===== config.mk =====
export PLATFORM = sky130hd
export DESIGN_NAME = rob_top
export DESIGN_NICKNAME = d
export VERILOG_FILES = /design/src/logic/rob_pkg.sv /design/src/logic/rob_ctrl.sv /design/src/logic/rob_done_arbiter.sv /design/src/logic/rob_entry.sv /design/src/logic/rob_top.sv
export SDC_FILE = /design/constraint.sdc
export NUM_CORES = 1
export LEC_CHECK = 0
export ABC_AREA = 1
export BUFFER_PORTS_ARGS = -buffer_cell sky130_fd_sc_hd__buf_2
export CAP_MARGIN = 20
export CORE_AREA = 2 2 139 141
export DETAILED_ROUTE_END_ITERATION = 7
export DIE_AREA = 0 0 141 143
export MAX_ROUTING_LAYER = met4
export PLACE_DENSITY = 0.75
export SYNTH_ARGS = -nofsm -noshare
export SYNTH_HDL_FRONTEND = slang
export SYNTH_HIERARCHICAL = 1
export SYNTH_SLANG_ARGS = --single-unit

===== constraint.sdc =====
create_clock -name i_clk -period 3.64 [get_ports i_clk]
set_input_delay 0.728 -clock i_clk [delete_from_list [all_inputs] [get_ports i_clk]]
set_output_delay 0.728 -clock i_clk [all_outputs]
set_load 0.03 [all_outputs]

===== src/logic/rob_pkg.sv =====
package rob_pkg;

  // --------------------
  // Sizes
  // --------------------
  localparam int DISP_SIZE = 2;   // Slots per dispatch group
  localparam int ROB_DEPTH = 4;   // Group entries
  localparam int CMT_ID_W  = 2;
  localparam int PC_W      = 32;
  localparam int CAUSE_W   = 4;

  // --------------------
  // Types
  // --------------------

  // Slot mask, or one-hot slot select in a completion report
  typedef logic [DISP_SIZE-1:0] grp_id_t;

  typedef logic [CMT_ID_W-1:0] cmt_id_t;
  typedef logic [PC_W-1:0]     pc_t;
  typedef logic [CAUSE_W-1:0]  cause_t;

  // --------------------
  // Exception causes
  // --------------------
  localparam cause_t CAUSE_ILLEGAL     = 4'd2;
  localparam cause_t CAUSE_LOAD_FAULT  = 4'd5;
  localparam cause_t CAUSE_STORE_FAULT = 4'd7;

  // Commit controller
  typedef enum logic {
    ST_RUN,
    ST_FLUSH    // One cycle of kill after an excepting commit
  } ctrl_state_t;

endpackage


===== src/logic/rob_ctrl.sv =====
`timescale 1ns/1ns

module rob_ctrl #(
  parameter int ROB_DEPTH = rob_pkg::ROB_DEPTH,
  parameter int DISP_SIZE = rob_pkg::DISP_SIZE
) (
  input  logic                             i_clk,
  input  logic                             i_reset_n,

  input  logic                             i_disp_valid,
  output logic                             o_disp_ready,

  output logic [ROB_DEPTH-1:0]             o_load_valid,
  input  logic [ROB_DEPTH-1:0]             i_entry_valid,
  input  logic [ROB_DEPTH-1:0]             i_entry_all_done,
  input  rob_pkg::pc_t                     i_entry_pc           [ROB_DEPTH],
  input  rob_pkg::grp_id_t                 i_entry_grp_id       [ROB_DEPTH],
  input  rob_pkg::grp_id_t                 i_entry_dead_grp     [ROB_DEPTH],
  input  rob_pkg::grp_id_t                 i_entry_except_valid [ROB_DEPTH],
  input  rob_pkg::cause_t [DISP_SIZE-1:0]  i_entry_except_cause [ROB_DEPTH],
  output logic [ROB_DEPTH-1:0]             o_commit_finish,
  output logic                             o_kill,

  output logic                             o_commit_valid,
  input  logic                             i_commit_ready,
  output rob_pkg::cmt_id_t                 o_commit_cmt_id,
  output rob_pkg::pc_t                     o_commit_pc,
  output rob_pkg::grp_id_t                 o_commit_grp_id,
  output rob_pkg::grp_id_t                 o_commit_dead_grp,
  output rob_pkg::grp_id_t                 o_commit_except_valid,
  output rob_pkg::cause_t                  o_commit_except_cause,
  output logic                             o_commit_flush
);
  import rob_pkg::*;

  localparam int CNT_W = $clog2(ROB_DEPTH + 1);

  ctrl_state_t            r_state;
  cmt_id_t                r_head;
  cmt_id_t                r_tail;
  logic [CNT_W-1:0]       r_count;

  logic                   w_disp_fire;
  logic                   w_commit_fire;
  cause_t [DISP_SIZE-1:0] w_head_causes;

  function automatic cmt_id_t f_next(input cmt_id_t ptr);
    return (ptr == cmt_id_t'(ROB_DEPTH - 1)) ? '0 : ptr + 1'b1;
  endfunction

  assign o_disp_ready  = (r_state == ST_RUN) & (r_count != CNT_W'(ROB_DEPTH));
  assign w_disp_fire   = i_disp_valid & o_disp_ready;
  assign w_commit_fire = o_commit_valid & i_commit_ready;
  assign o_kill        = (r_state == ST_FLUSH);

  always_comb begin
    for (int i = 0; i < ROB_DEPTH; i++) begin
      o_load_valid[i]    = w_disp_fire & (r_tail == cmt_id_t'(i));
      o_commit_finish[i] = w_commit_fire & (r_head == cmt_id_t'(i));
    end
  end

  // --------------------
  // Commit port
  // --------------------
  assign o_commit_valid        = (r_state == ST_RUN) & i_entry_all_done[r_head];
  assign o_commit_cmt_id       = r_head;
  assign o_commit_pc           = i_entry_pc[r_head];
  assign o_commit_grp_id       = i_entry_grp_id[r_head];
  assign o_commit_dead_grp     = i_entry_dead_grp[r_head];
  assign o_commit_except_valid = i_entry_except_valid[r_head];
  assign o_commit_flush        = o_commit_valid & (|o_commit_except_valid);
  assign w_head_causes         = i_entry_except_cause[r_head];

  // Oldest excepting slot wins
  always_comb begin
    o_commit_except_cause = '0;
    for (int d = DISP_SIZE - 1; d >= 0; d--) begin
      if (o_commit_except_valid[d]) begin
        o_commit_except_cause = w_head_causes[d];
      end
    end
  end

  always_ff @(posedge i_clk or negedge i_reset_n) begin
    if (!i_reset_n) begin
      r_state <= ST_RUN;
      r_head  <= '0;
      r_tail  <= '0;
      r_count <= '0;
    end else if (r_state == ST_FLUSH) begin
      r_state <= ST_RUN;
      r_tail  <= r_head;   // Drop everything younger
      r_count <= '0;
    end else begin
      if (w_commit_fire && o_commit_flush) begin
        r_state <= ST_FLUSH;
      end
      if (w_disp_fire) begin
        r_tail <= f_next(r_tail);
      end
      if (w_commit_fire) begin
        r_head <= f_next(r_head);
      end
      r_count <= r_count + CNT_W'(w_disp_fire) - CNT_W'(w_commit_fire);
    end
  end

  // Occupancy count and entry valid bits must agree
  a_load_free: assert property (@(posedge i_clk) disable iff (!i_reset_n)
    (o_load_valid & i_entry_valid) == '0);

endmodule


===== src/logic/rob_done_arbiter.sv =====
`timescale 1ns/1ns

module rob_done_arbiter (
  input  logic              i_clk,
  input  logic              i_reset_n,

  input  logic              i_done0_valid,
  output logic              o_done0_ready,
  input  rob_pkg::cmt_id_t  i_done0_cmt_id,
  input  rob_pkg::grp_id_t  i_done0_grp_id,
  input  logic              i_done0_except_valid,
  input  rob_pkg::cause_t   i_done0_except_cause,

  input  logic              i_done1_valid,
  output logic              o_done1_ready,
  input  rob_pkg::cmt_id_t  i_done1_cmt_id,
  input  rob_pkg::grp_id_t  i_done1_grp_id,
  input  logic              i_done1_except_valid,
  input  rob_pkg::cause_t   i_done1_except_cause,

  output logic              o_rpt_valid,
  output rob_pkg::cmt_id_t  o_rpt_cmt_id,
  output rob_pkg::grp_id_t  o_rpt_grp_id,
  output logic              o_rpt_except_valid,
  output rob_pkg::cause_t   o_rpt_except_cause
);

  logic r_prio;   // Set when pipe 1 wins the next tie
  logic w_gnt0;
  logic w_gnt1;
  logic w_contest;

  assign w_contest = i_done0_valid & i_done1_valid;
  assign w_gnt0    = i_done0_valid & (~i_done1_valid | ~r_prio);
  assign w_gnt1    = i_done1_valid & (~i_done0_valid | r_prio);

  always_ff @(posedge i_clk or negedge i_reset_n) begin
    if (!i_reset_n) begin
      r_prio <= 1'b0;
    end else if (w_contest) begin
      r_prio <= ~r_prio;
    end
  end

  assign o_done0_ready = w_gnt0;
  assign o_done1_ready = w_gnt1;

  // --------------------
  // Merged report
  // --------------------
  assign o_rpt_valid        = w_gnt0 | w_gnt1;
  assign o_rpt_cmt_id       = w_gnt1 ? i_done1_cmt_id       : i_done0_cmt_id;
  assign o_rpt_grp_id       = w_gnt1 ? i_done1_grp_id       : i_done0_grp_id;
  assign o_rpt_except_valid = w_gnt1 ? i_done1_except_valid : i_done0_except_valid;
  assign o_rpt_except_cause = w_gnt1 ? i_done1_except_cause : i_done0_except_cause;

  a_gnt_excl: assert property (@(posedge i_clk) disable iff (!i_reset_n)
    !(o_done0_ready && o_done1_ready));

  // Entries decode one slot per report
  a_gnt0_onehot: assert property (@(posedge i_clk) disable iff (!i_reset_n)
    o_done0_ready |-> $onehot(i_done0_grp_id));
  a_gnt1_onehot: assert property (@(posedge i_clk) disable iff (!i_reset_n)
    o_done1_ready |-> $onehot(i_done1_grp_id));

endmodule


===== src/logic/rob_entry.sv =====
`timescale 1ns/1ns

module rob_entry #(
  parameter int ENTRY_ID  = 0,
  parameter int DISP_SIZE = rob_pkg::DISP_SIZE
) (
  input  logic                             i_clk,
  input  logic                             i_reset_n,

  input  logic                             i_load_valid,
  input  rob_pkg::pc_t                     i_load_pc,
  input  rob_pkg::grp_id_t                 i_load_grp_id,
  input  rob_pkg::grp_id_t                 i_load_except_valid,
  input  rob_pkg::cause_t                  i_load_except_cause,

  input  logic                             i_rpt_valid,
  input  rob_pkg::cmt_id_t                 i_rpt_cmt_id,
  input  rob_pkg::grp_id_t                 i_rpt_grp_id,
  input  logic                             i_rpt_except_valid,
  input  rob_pkg::cause_t                  i_rpt_except_cause,

  input  logic                             i_commit_finish,
  input  logic                             i_kill,

  output logic                             o_valid,
  output logic                             o_block_all_done,
  output rob_pkg::pc_t                     o_pc,
  output rob_pkg::grp_id_t                 o_grp_id,
  output rob_pkg::grp_id_t                 o_dead_grp,
  output rob_pkg::grp_id_t                 o_except_valid,
  output rob_pkg::cause_t [DISP_SIZE-1:0]  o_except_cause
);
  import rob_pkg::*;

  logic                   r_valid;
  pc_t                    r_pc;
  grp_id_t                r_grp_id;
  grp_id_t                r_done;
  grp_id_t                r_dead;
  grp_id_t                r_except_valid;
  cause_t [DISP_SIZE-1:0] r_except_cause;

  grp_id_t w_load_exc_raw;
  grp_id_t w_load_kill;
  grp_id_t w_load_exc;
  logic    w_rpt_hit;
  grp_id_t w_rpt_slot;
  grp_id_t w_rpt_live;   // Reported slot that is still alive
  grp_id_t w_rpt_exc;
  grp_id_t w_rpt_kill;

  // Every bit at or above the lowest set bit
  function automatic grp_id_t f_fill_up(input grp_id_t seed);
    grp_id_t res;
    res[0] = seed[0];
    for (int i = 1; i < DISP_SIZE; i++) begin
      res[i] = res[i-1] | seed[i];
    end
    return res;
  endfunction

  // --------------------
  // Dispatch exceptions
  // --------------------
  assign w_load_exc_raw = i_load_except_valid & i_load_grp_id;
  assign w_load_kill    = f_fill_up(w_load_exc_raw << 1) & i_load_grp_id;
  assign w_load_exc     = w_load_exc_raw & ~w_load_kill;

  // --------------------
  // Completion match
  // --------------------
  assign w_rpt_hit  = i_rpt_valid & (i_rpt_cmt_id == cmt_id_t'(ENTRY_ID));
  assign w_rpt_slot = i_rpt_grp_id & {DISP_SIZE{w_rpt_hit}};
  assign w_rpt_live = w_rpt_slot & ~r_dead;
  assign w_rpt_exc  = w_rpt_live & {DISP_SIZE{i_rpt_except_valid}};

  // Younger slots of the same group die behind an exception
  assign w_rpt_kill = f_fill_up(w_rpt_exc << 1) & r_grp_id;

  always_ff @(posedge i_clk or negedge i_reset_n) begin
    if (!i_reset_n) begin
      r_valid        <= 1'b0;
      r_grp_id       <= '0;
      r_done         <= '0;
      r_dead         <= '0;
      r_except_valid <= '0;
    end else if (i_load_valid) begin
      r_valid        <= 1'b1;
      r_grp_id       <= i_load_grp_id;
      r_done         <= w_load_exc;   // Excepted at dispatch, nothing to execute
      r_dead         <= w_load_kill;
      r_except_valid <= w_load_exc;
    end else if (r_valid) begin
      if (i_commit_finish || i_kill) begin
        r_valid <= 1'b0;
      end
      r_done         <= r_done | w_rpt_slot;
      r_dead         <= r_dead | w_rpt_kill;
      r_except_valid <= (r_except_valid & ~w_rpt_live & ~w_rpt_kill) | w_rpt_exc;
    end
  end

  always_ff @(posedge i_clk) begin
    if (i_load_valid) begin
      r_pc <= i_load_pc;
      for (int d = 0; d < DISP_SIZE; d++) begin
        r_except_cause[d] <= i_load_except_cause;
      end
    end else begin
      for (int d = 0; d < DISP_SIZE; d++) begin
        if (w_rpt_live[d]) begin
          r_except_cause[d] <= i_rpt_except_cause;
        end
      end
    end
  end

  assign o_valid          = r_valid;
  assign o_block_all_done = r_valid & (((r_done | r_dead) & r_grp_id) == r_grp_id);
  assign o_pc             = r_pc;
  assign o_grp_id         = r_grp_id;
  assign o_dead_grp       = r_dead;
  assign o_except_valid   = r_except_valid;
  assign o_except_cause   = r_except_cause;

  // Pipes only report groups that are still in flight
  a_rpt_to_valid: assert property (@(posedge i_clk) disable iff (!i_reset_n)
    w_rpt_hit |-> r_valid);

endmodule


===== src/logic/rob_top.sv =====
`timescale 1ns/1ns

module rob_top #(
  parameter int ROB_DEPTH = rob_pkg::ROB_DEPTH,
  parameter int DISP_SIZE = rob_pkg::DISP_SIZE
) (
  input  logic              i_clk,
  input  logic              i_reset_n,

  input  logic              i_disp_valid,
  output logic              o_disp_ready,
  input  rob_pkg::pc_t      i_disp_pc,
  input  rob_pkg::grp_id_t  i_disp_grp_id,
  input  rob_pkg::grp_id_t  i_disp_except_valid,
  input  rob_pkg::cause_t   i_disp_except_cause,

  input  logic              i_done0_valid,
  output logic              o_done0_ready,
  input  rob_pkg::cmt_id_t  i_done0_cmt_id,
  input  rob_pkg::grp_id_t  i_done0_grp_id,
  input  logic              i_done0_except_valid,
  input  rob_pkg::cause_t   i_done0_except_cause,

  input  logic              i_done1_valid,
  output logic              o_done1_ready,
  input  rob_pkg::cmt_id_t  i_done1_cmt_id,
  input  rob_pkg::grp_id_t  i_done1_grp_id,
  input  logic              i_done1_except_valid,
  input  rob_pkg::cause_t   i_done1_except_cause,

  output logic              o_commit_valid,
  input  logic              i_commit_ready,
  output rob_pkg::cmt_id_t  o_commit_cmt_id,
  output rob_pkg::pc_t      o_commit_pc,
  output rob_pkg::grp_id_t  o_commit_grp_id,
  output rob_pkg::grp_id_t  o_commit_dead_grp,
  output rob_pkg::grp_id_t  o_commit_except_valid,
  output rob_pkg::cause_t   o_commit_except_cause,
  output logic              o_commit_flush
);
  import rob_pkg::*;

  // Merged completion bus
  logic    w_rpt_valid;
  cmt_id_t w_rpt_cmt_id;
  grp_id_t w_rpt_grp_id;
  logic    w_rpt_except_valid;
  cause_t  w_rpt_except_cause;

  // Per-entry state toward the controller
  logic [ROB_DEPTH-1:0]   w_load_valid;
  logic [ROB_DEPTH-1:0]   w_commit_finish;
  logic                   w_kill;
  logic [ROB_DEPTH-1:0]   w_entry_valid;
  logic [ROB_DEPTH-1:0]   w_entry_all_done;
  pc_t                    w_entry_pc           [ROB_DEPTH];
  grp_id_t                w_entry_grp_id       [ROB_DEPTH];
  grp_id_t                w_entry_dead_grp     [ROB_DEPTH];
  grp_id_t                w_entry_except_valid [ROB_DEPTH];
  cause_t [DISP_SIZE-1:0] w_entry_except_cause [ROB_DEPTH];

  rob_done_arbiter u_arb (
    .i_clk, .i_reset_n,
    .i_done0_valid, .o_done0_ready, .i_done0_cmt_id, .i_done0_grp_id,
    .i_done0_except_valid, .i_done0_except_cause,
    .i_done1_valid, .o_done1_ready, .i_done1_cmt_id, .i_done1_grp_id,
    .i_done1_except_valid, .i_done1_except_cause,
    .o_rpt_valid        (w_rpt_valid),
    .o_rpt_cmt_id       (w_rpt_cmt_id),
    .o_rpt_grp_id       (w_rpt_grp_id),
    .o_rpt_except_valid (w_rpt_except_valid),
    .o_rpt_except_cause (w_rpt_except_cause)
  );

  rob_ctrl #(.ROB_DEPTH(ROB_DEPTH), .DISP_SIZE(DISP_SIZE)) u_ctrl (
    .i_clk, .i_reset_n, .i_disp_valid, .o_disp_ready,
    .o_load_valid         (w_load_valid),
    .i_entry_valid        (w_entry_valid),
    .i_entry_all_done     (w_entry_all_done),
    .i_entry_pc           (w_entry_pc),
    .i_entry_grp_id       (w_entry_grp_id),
    .i_entry_dead_grp     (w_entry_dead_grp),
    .i_entry_except_valid (w_entry_except_valid),
    .i_entry_except_cause (w_entry_except_cause),
    .o_commit_finish      (w_commit_finish),
    .o_kill               (w_kill),
    .o_commit_valid, .i_commit_ready, .o_commit_cmt_id, .o_commit_pc,
    .o_commit_grp_id, .o_commit_dead_grp, .o_commit_except_valid,
    .o_commit_except_cause, .o_commit_flush
  );

  for (genvar g = 0; g < ROB_DEPTH; g++) begin : g_entry
    rob_entry #(.ENTRY_ID(g), .DISP_SIZE(DISP_SIZE)) u_entry (
      .i_clk, .i_reset_n,
      .i_load_valid        (w_load_valid[g]),
      .i_load_pc           (i_disp_pc),
      .i_load_grp_id       (i_disp_grp_id),
      .i_load_except_valid (i_disp_except_valid),
      .i_load_except_cause (i_disp_except_cause),
      .i_rpt_valid         (w_rpt_valid),
      .i_rpt_cmt_id        (w_rpt_cmt_id),
      .i_rpt_grp_id        (w_rpt_grp_id),
      .i_rpt_except_valid  (w_rpt_except_valid),
      .i_rpt_except_cause  (w_rpt_except_cause),
      .i_commit_finish     (w_commit_finish[g]),
      .i_kill              (w_kill),
      .o_valid             (w_entry_valid[g]),
      .o_block_all_done    (w_entry_all_done[g]),
      .o_pc                (w_entry_pc[g]),
      .o_grp_id            (w_entry_grp_id[g]),
      .o_dead_grp          (w_entry_dead_grp[g]),
      .o_except_valid      (w_entry_except_valid[g]),
      .o_except_cause      (w_entry_except_cause[g])
    );
  end

endmodule


* Yosys cells after proc, flatten, opt, wreduce, memory -nomap -nowiden *
Index checks and enable logic that the tools add are counted.

word-level totals
  register bits = 205
  latch bits = 0
  memory bits (writable) = 0
  bits in read-only memories = 0
  input port bits = 64
  output and inout port bits = 49
  logic and storage cells = 250
  memories = 0

cells by class
  $add $sub $neg = 4
  multipliers = 0
  divide/modulo/power cells = 0
  magnitude comparators = 2
  equality and inequality tests = 14
  shift operators = 0
  multiplexer cells = 78
  bitwise gates (word level) = 92
  reduce and logical (&&, ||, !) cells = 23

operators by type and width
  kind                 number
  $mux 2               36
  $bmux 32 s2          1
  $mux 32              2
  $and 2x2->2          31
  $mux 8               6
  $mux 4               11
  $or 2x2->2           16
  $not 2->2            13
  $reduce_bool 2->1    13
  $and 1x1->1          24
  $bmux 8 s2           1
  $mux 1               16
  $bmux 2 s2           3
  $eq 2x2->1 const B   6
  $eq 2x2->1           4
  $eq 2x1->1 const B   3
  $logic_not 2->1      3
  $add 2x1->2 const B  2
  $logic_or 1x1->1     4
  $not 1->1            4
  $add 3x1->3          1
  $ge 3x3->1 const B   1
  $lt 2x3->1 const B   1
  $mux 3               1
  8 further kinds      10

* Longest topological paths before layout *
  depth after elaboration = 15
  mapped depth = 16
  mapped depth without buffers = 16

* By module *
Netlist, hierarchy kept.

modules (own cells, without submodules)
  module                              instances  cells each  area an instance (µm²)  seq. area each (µm²)
  rob_entry (g_entry[1].u_entry ...)  2          116         1,732.9                 1,401.3
  rob_ctrl                            1          380         2,065.7                 200.2
  rob_entry (g_entry[0].u_entry)      1          111         1,744.2                 1,401.3
  rob_entry (g_entry[3].u_entry)      1          117         1,729.2                 1,401.3
  rob_done_arbiter                    1          39          214.0                   25.0

* Least setup slack after synthesis *
No wires, ideal clock.

  kind = input port to flip-flop
  from = input i_disp_valid
  to = register g_entry[1].u_entry.r_except_cause, in the netlist g_entry[1].u_entry/o_except_cause[4], enable pin
  library setup time = 307 ps
  arrival time = 2,964 ps
  data required time = 3,333 ps
  setup slack = 369 ps
  stages on the path = 6
  buffers on the path = 2
  cell sequence = nand3_1 > nor2_1 > buf_6 > inv_2 > buf_4 > nand2_1

on the way
  longest elaborated chain between the ends = 3

RTL lines
  item                                line              source
  start, declared                     rob_top.sv:10     input logic i_disp_valid,
  $and 1x1->1                         rob_ctrl.sv:52    assign w_disp_fire = i_disp_valid & o_disp_ready;
  $and 1x1->1                         rob_ctrl.sv:58    o_load_valid[i] = w_disp_fire & (r_tail == cmt_id_t'(i));
  named net w_load_valid[1]           rob_top.sv:51     logic [ROB_DEPTH-1:0] w_load_valid;
  $reduce_bool 2->1 (no source line)  -
  end signal, assigned by index       rob_entry.sv:107  r_except_cause[d] <= i_load_except_cause;
  end signal, assigned by index       rob_entry.sv:112  r_except_cause[d] <= i_rpt_except_cause;
  end, declared                       rob_entry.sv:41   cause_t [DISP_SIZE-1:0] r_except_cause;

The timed path passes the listed nets, and every way through them passes these cells.
A chain may end at the register's enable or synchronous reset.

* Worst setup path in the final report *
  from = register u_ctrl.r_head[0] (netlist: u_ctrl/o_commit_cmt_id[0])
  to = output o_commit_pc[13]

on the way
  longest elaborated chain between the ends = 4

RTL lines
  item                                        line             source
  start, declared                             rob_ctrl.sv:39   cmt_id_t r_head;
  start signal, assigned                      rob_ctrl.sv:103  r_head <= f_next(r_head);
  $not 2->3 (not written as such)             rob_ctrl.sv:68   assign o_commit_pc = i_entry_pc[r_head];
  $bmux 32 s2                                 rob_ctrl.sv:68
  $mux 32 (not written as such) (2 in a row)  rob_ctrl.sv:68
  end, declared                               rob_top.sv:34    output rob_pkg::pc_t o_commit_pc,

No other way between the ends. The select of a mux whose other input is x is not followed.

==> flow_summary.toml <==
[clock_tree]
max-clock-path-buffers = 3
clk_latency_ns = 0.49
cts-root-buf = "clkbuf_16"
cts.htree.levels = 1
cts_hold_buffers = 0
numClockSinks = 201
clk_pin_slew_ns = 0.06
cts_resized = 0
cts-buffers-inserted = 21
cts_tree = "built"
post-cts-setup-buffer-count = 0

[logic_synthesis]
synth_flop_cell = "edfxtp_1"
async_flop_share_pct = 20.4
yosys_warnings = 6
syn_inst = 879
netlist_area_um2 = 9220
synth_top_area_share_pct = 52.1
synth.top_cells.by_area = "edfxtp_1 (52%), dfrtp_1 (11%), nand2_1 (6.5%)"
synth_edf_count = 160
synth_nets = 954
yosys.area.top_type = "edfxtp_1"
ys_seq_area_share_pct = 63.2
avgSynthCellArea_um2 = 10.5
synth_cell_types = 42
yosys_register_bits = 201

[route]
via_count = 6666
drt_pass1_iterations = 5
vias_per_cell = 5.43
wl_met3_um = 1300
top_layer_used = "met4"
ant_nets = 0
first_iter_violations = 532
drt-wirelength-per-cell_um = 17.0
drc = 0
wl_met2_um = 10100
m1WireLength_um = 8830
routed_wl_um = 20800

[floorplan]
ios = 113
dieArea_um2 = 20200
fp.dieW_um = 141
core_um2 = 18600
floorplan.rows = 50
initial_core_util_pct = 49.6
die_h_um = 143

[timing]
slew_headroom_pct = 35.7
rsz0062_at_grt = "no"
setup-violations-final = 0
tns_ns = 0
max_freq_mhz = 298
clock_skew_ns = 0.00848
period_share_pct = 92.2
finalHoldViolations = 0
finalCriticalPeriod_ns = 3.36
maxSlewViolCount = 0
worst_pin_slew_ns = 0.965

[placement]
gp_congestion = 0.867
dp_cells = 1188
dp.final_hpwl_um = 13500
port_buffers = 112

[final_layout]
regArea_um2 = 5830
fillers = 1564
final_cell_mix = "nand2_1 (160), edfxtp_1 (160), buf_2 (112), nor2_1 (111), o21ai_0 (95)"
drive_above_1_share_pct = 20.2
area_delta_synth_final_pct = 14.0
stdcell_count = 1227
multi_input_area_um2 = 2790
fin_nets = 1052

[outcome]
outcome = "completed"

[critical_path]
critical_path_class = "reg -> out"
endpoint_kind = "output port"
reg2reg_slack_ns = 0.75
critPathLaunchType = "register"
r2r-end = "u_ctrl/r_count[2]"
worstPathRequired_ns = 2.91
r2r_cells = 14
cp_max_fo = 65
r2r-start = "u_ctrl/o_commit_cmt_id[0]"
crit_arrival_ns = 2.63

[pwr]
ir_worst_vdd_mv = 0.556
p_per_area_nw_per_um2 = 927
p_leak_nw = 4.31

[grt]
overflow = 0
antenna_found_initial = 1
track_usage_pct = 21.5
grt_max_degree = 66
grt_pass1_wl_um = 33000
grt_pass1_vias = 6479

[flow_run]
max_cap_viol_count = 0

[min_path]
hp-class = "in -> async"
## sequential cells by signal, summed over array words and instances (netlist names)
name and count:
g_entry.u_entry/o_except_valid 8, g_entry.u_entry/o_valid 4, g_entry.u_entry/o_except_cause 32, u_ctrl/r_tail 2, g_entry.u_entry/o_pc 128, u_arb/r_prio 1, g_entry.u_entry/r_done 8, g_entry.u_entry/o_grp_id 8
u_ctrl/o_kill 1, u_ctrl/r_count 3, g_entry.u_entry/o_dead_grp 4, u_ctrl/o_commit_cmt_id 2
## cells by family (layout without fill, tap and decap cells)
group	after synthesis	in the layout	synth area share, %
AND/OR/NAND/NOR	351	351	16.3
flip-flops	201	201	63.2
AO/OA/AOI/OAI	189	189	11.6
buffers and inverters	120	233	6.83
adder cells (fa/ha/maj)	11	11	1.57
other	4	5	0.163
XOR/XNOR	3	3	0.285
## worst max-delay path, stage by stage (launching register included)
cell     delay (ns)
dfrtp_2        0.79
buf_4          0.63
o21ai_0        0.20
o22ai_1        0.23
buf_2          0.24
## worst max-delay path by stage
stage	start	to	slack, ns	depth (start not counted)
floorplan	i_disp_valid	g_entry[1].u_entry/o_except_cause[4]	0.37	6
global route	u_ctrl/o_commit_cmt_id[0]	o_commit_pc[30]	0.12	4
finish	u_ctrl/o_commit_cmt_id[0]	o_commit_pc[13]	0.28	4
global placement	u_ctrl/o_commit_cmt_id[0]	o_commit_pc[19]	0.88	4
CTS	u_ctrl/o_commit_cmt_id[0]	o_commit_pc[13]	0.26	4
detailed placement	u_ctrl/o_commit_cmt_id[0]	u_ctrl/r_count[2]	0.79	14
## stage by stage
step	cell area, um^2	setup slack (ns)	total power [mW]	utilization [%]	hold slack [ns]
after floorplan	9220	0.369	6.61	-	0.432
after global placement	9840	0.876	7.62	52.9	0.480
after detailed placement	9840	0.791	7.71	52.9	0.488
after CTS	10500	0.258	9.78	56.5	0.413
after global routing	10500	0.116	10.4	56.6	0.437
final	10500	0.284	9.75	56.6	0.378
## layout make-up
type,count,area share [%]
Clock inverter,10,0.834
Multi-Input combinational cell,558,26.5
Inverter,75,2.75
Tap cell,234,2.79
Timing Repair Buffer,120,6.03
Antenna cell,1,0.0238
Sequential cell,201,55.5
Clock buffer,28,5.54
## synth_stat cells (12+ instances only)
cell	count
nand2_1	160
dfrtp_1	41
buf_4	13
o21ai_0	95
o22ai_1	36
o21ai_1	20
nand2_2	12
edfxtp_1	160
inv_1	61
nand3_1	38
nor2_1	115
buf_6	14
## where the power goes
part	total [mW]	internal [mW]	switching [mW]
registers	3.46	3.15	0.310
clock network	2.06	1.20	0.860
logic	4.23	1.16	3.06
## per-layer routing
layer,track usage (%),vias to the layer above
li1,-,3222
met1,27.0,3153
met2,36.0,244
met3,3.29,47
met4,7.32,0
met5,-,-
No activity file was read; power rests on OpenSTA's default activity.
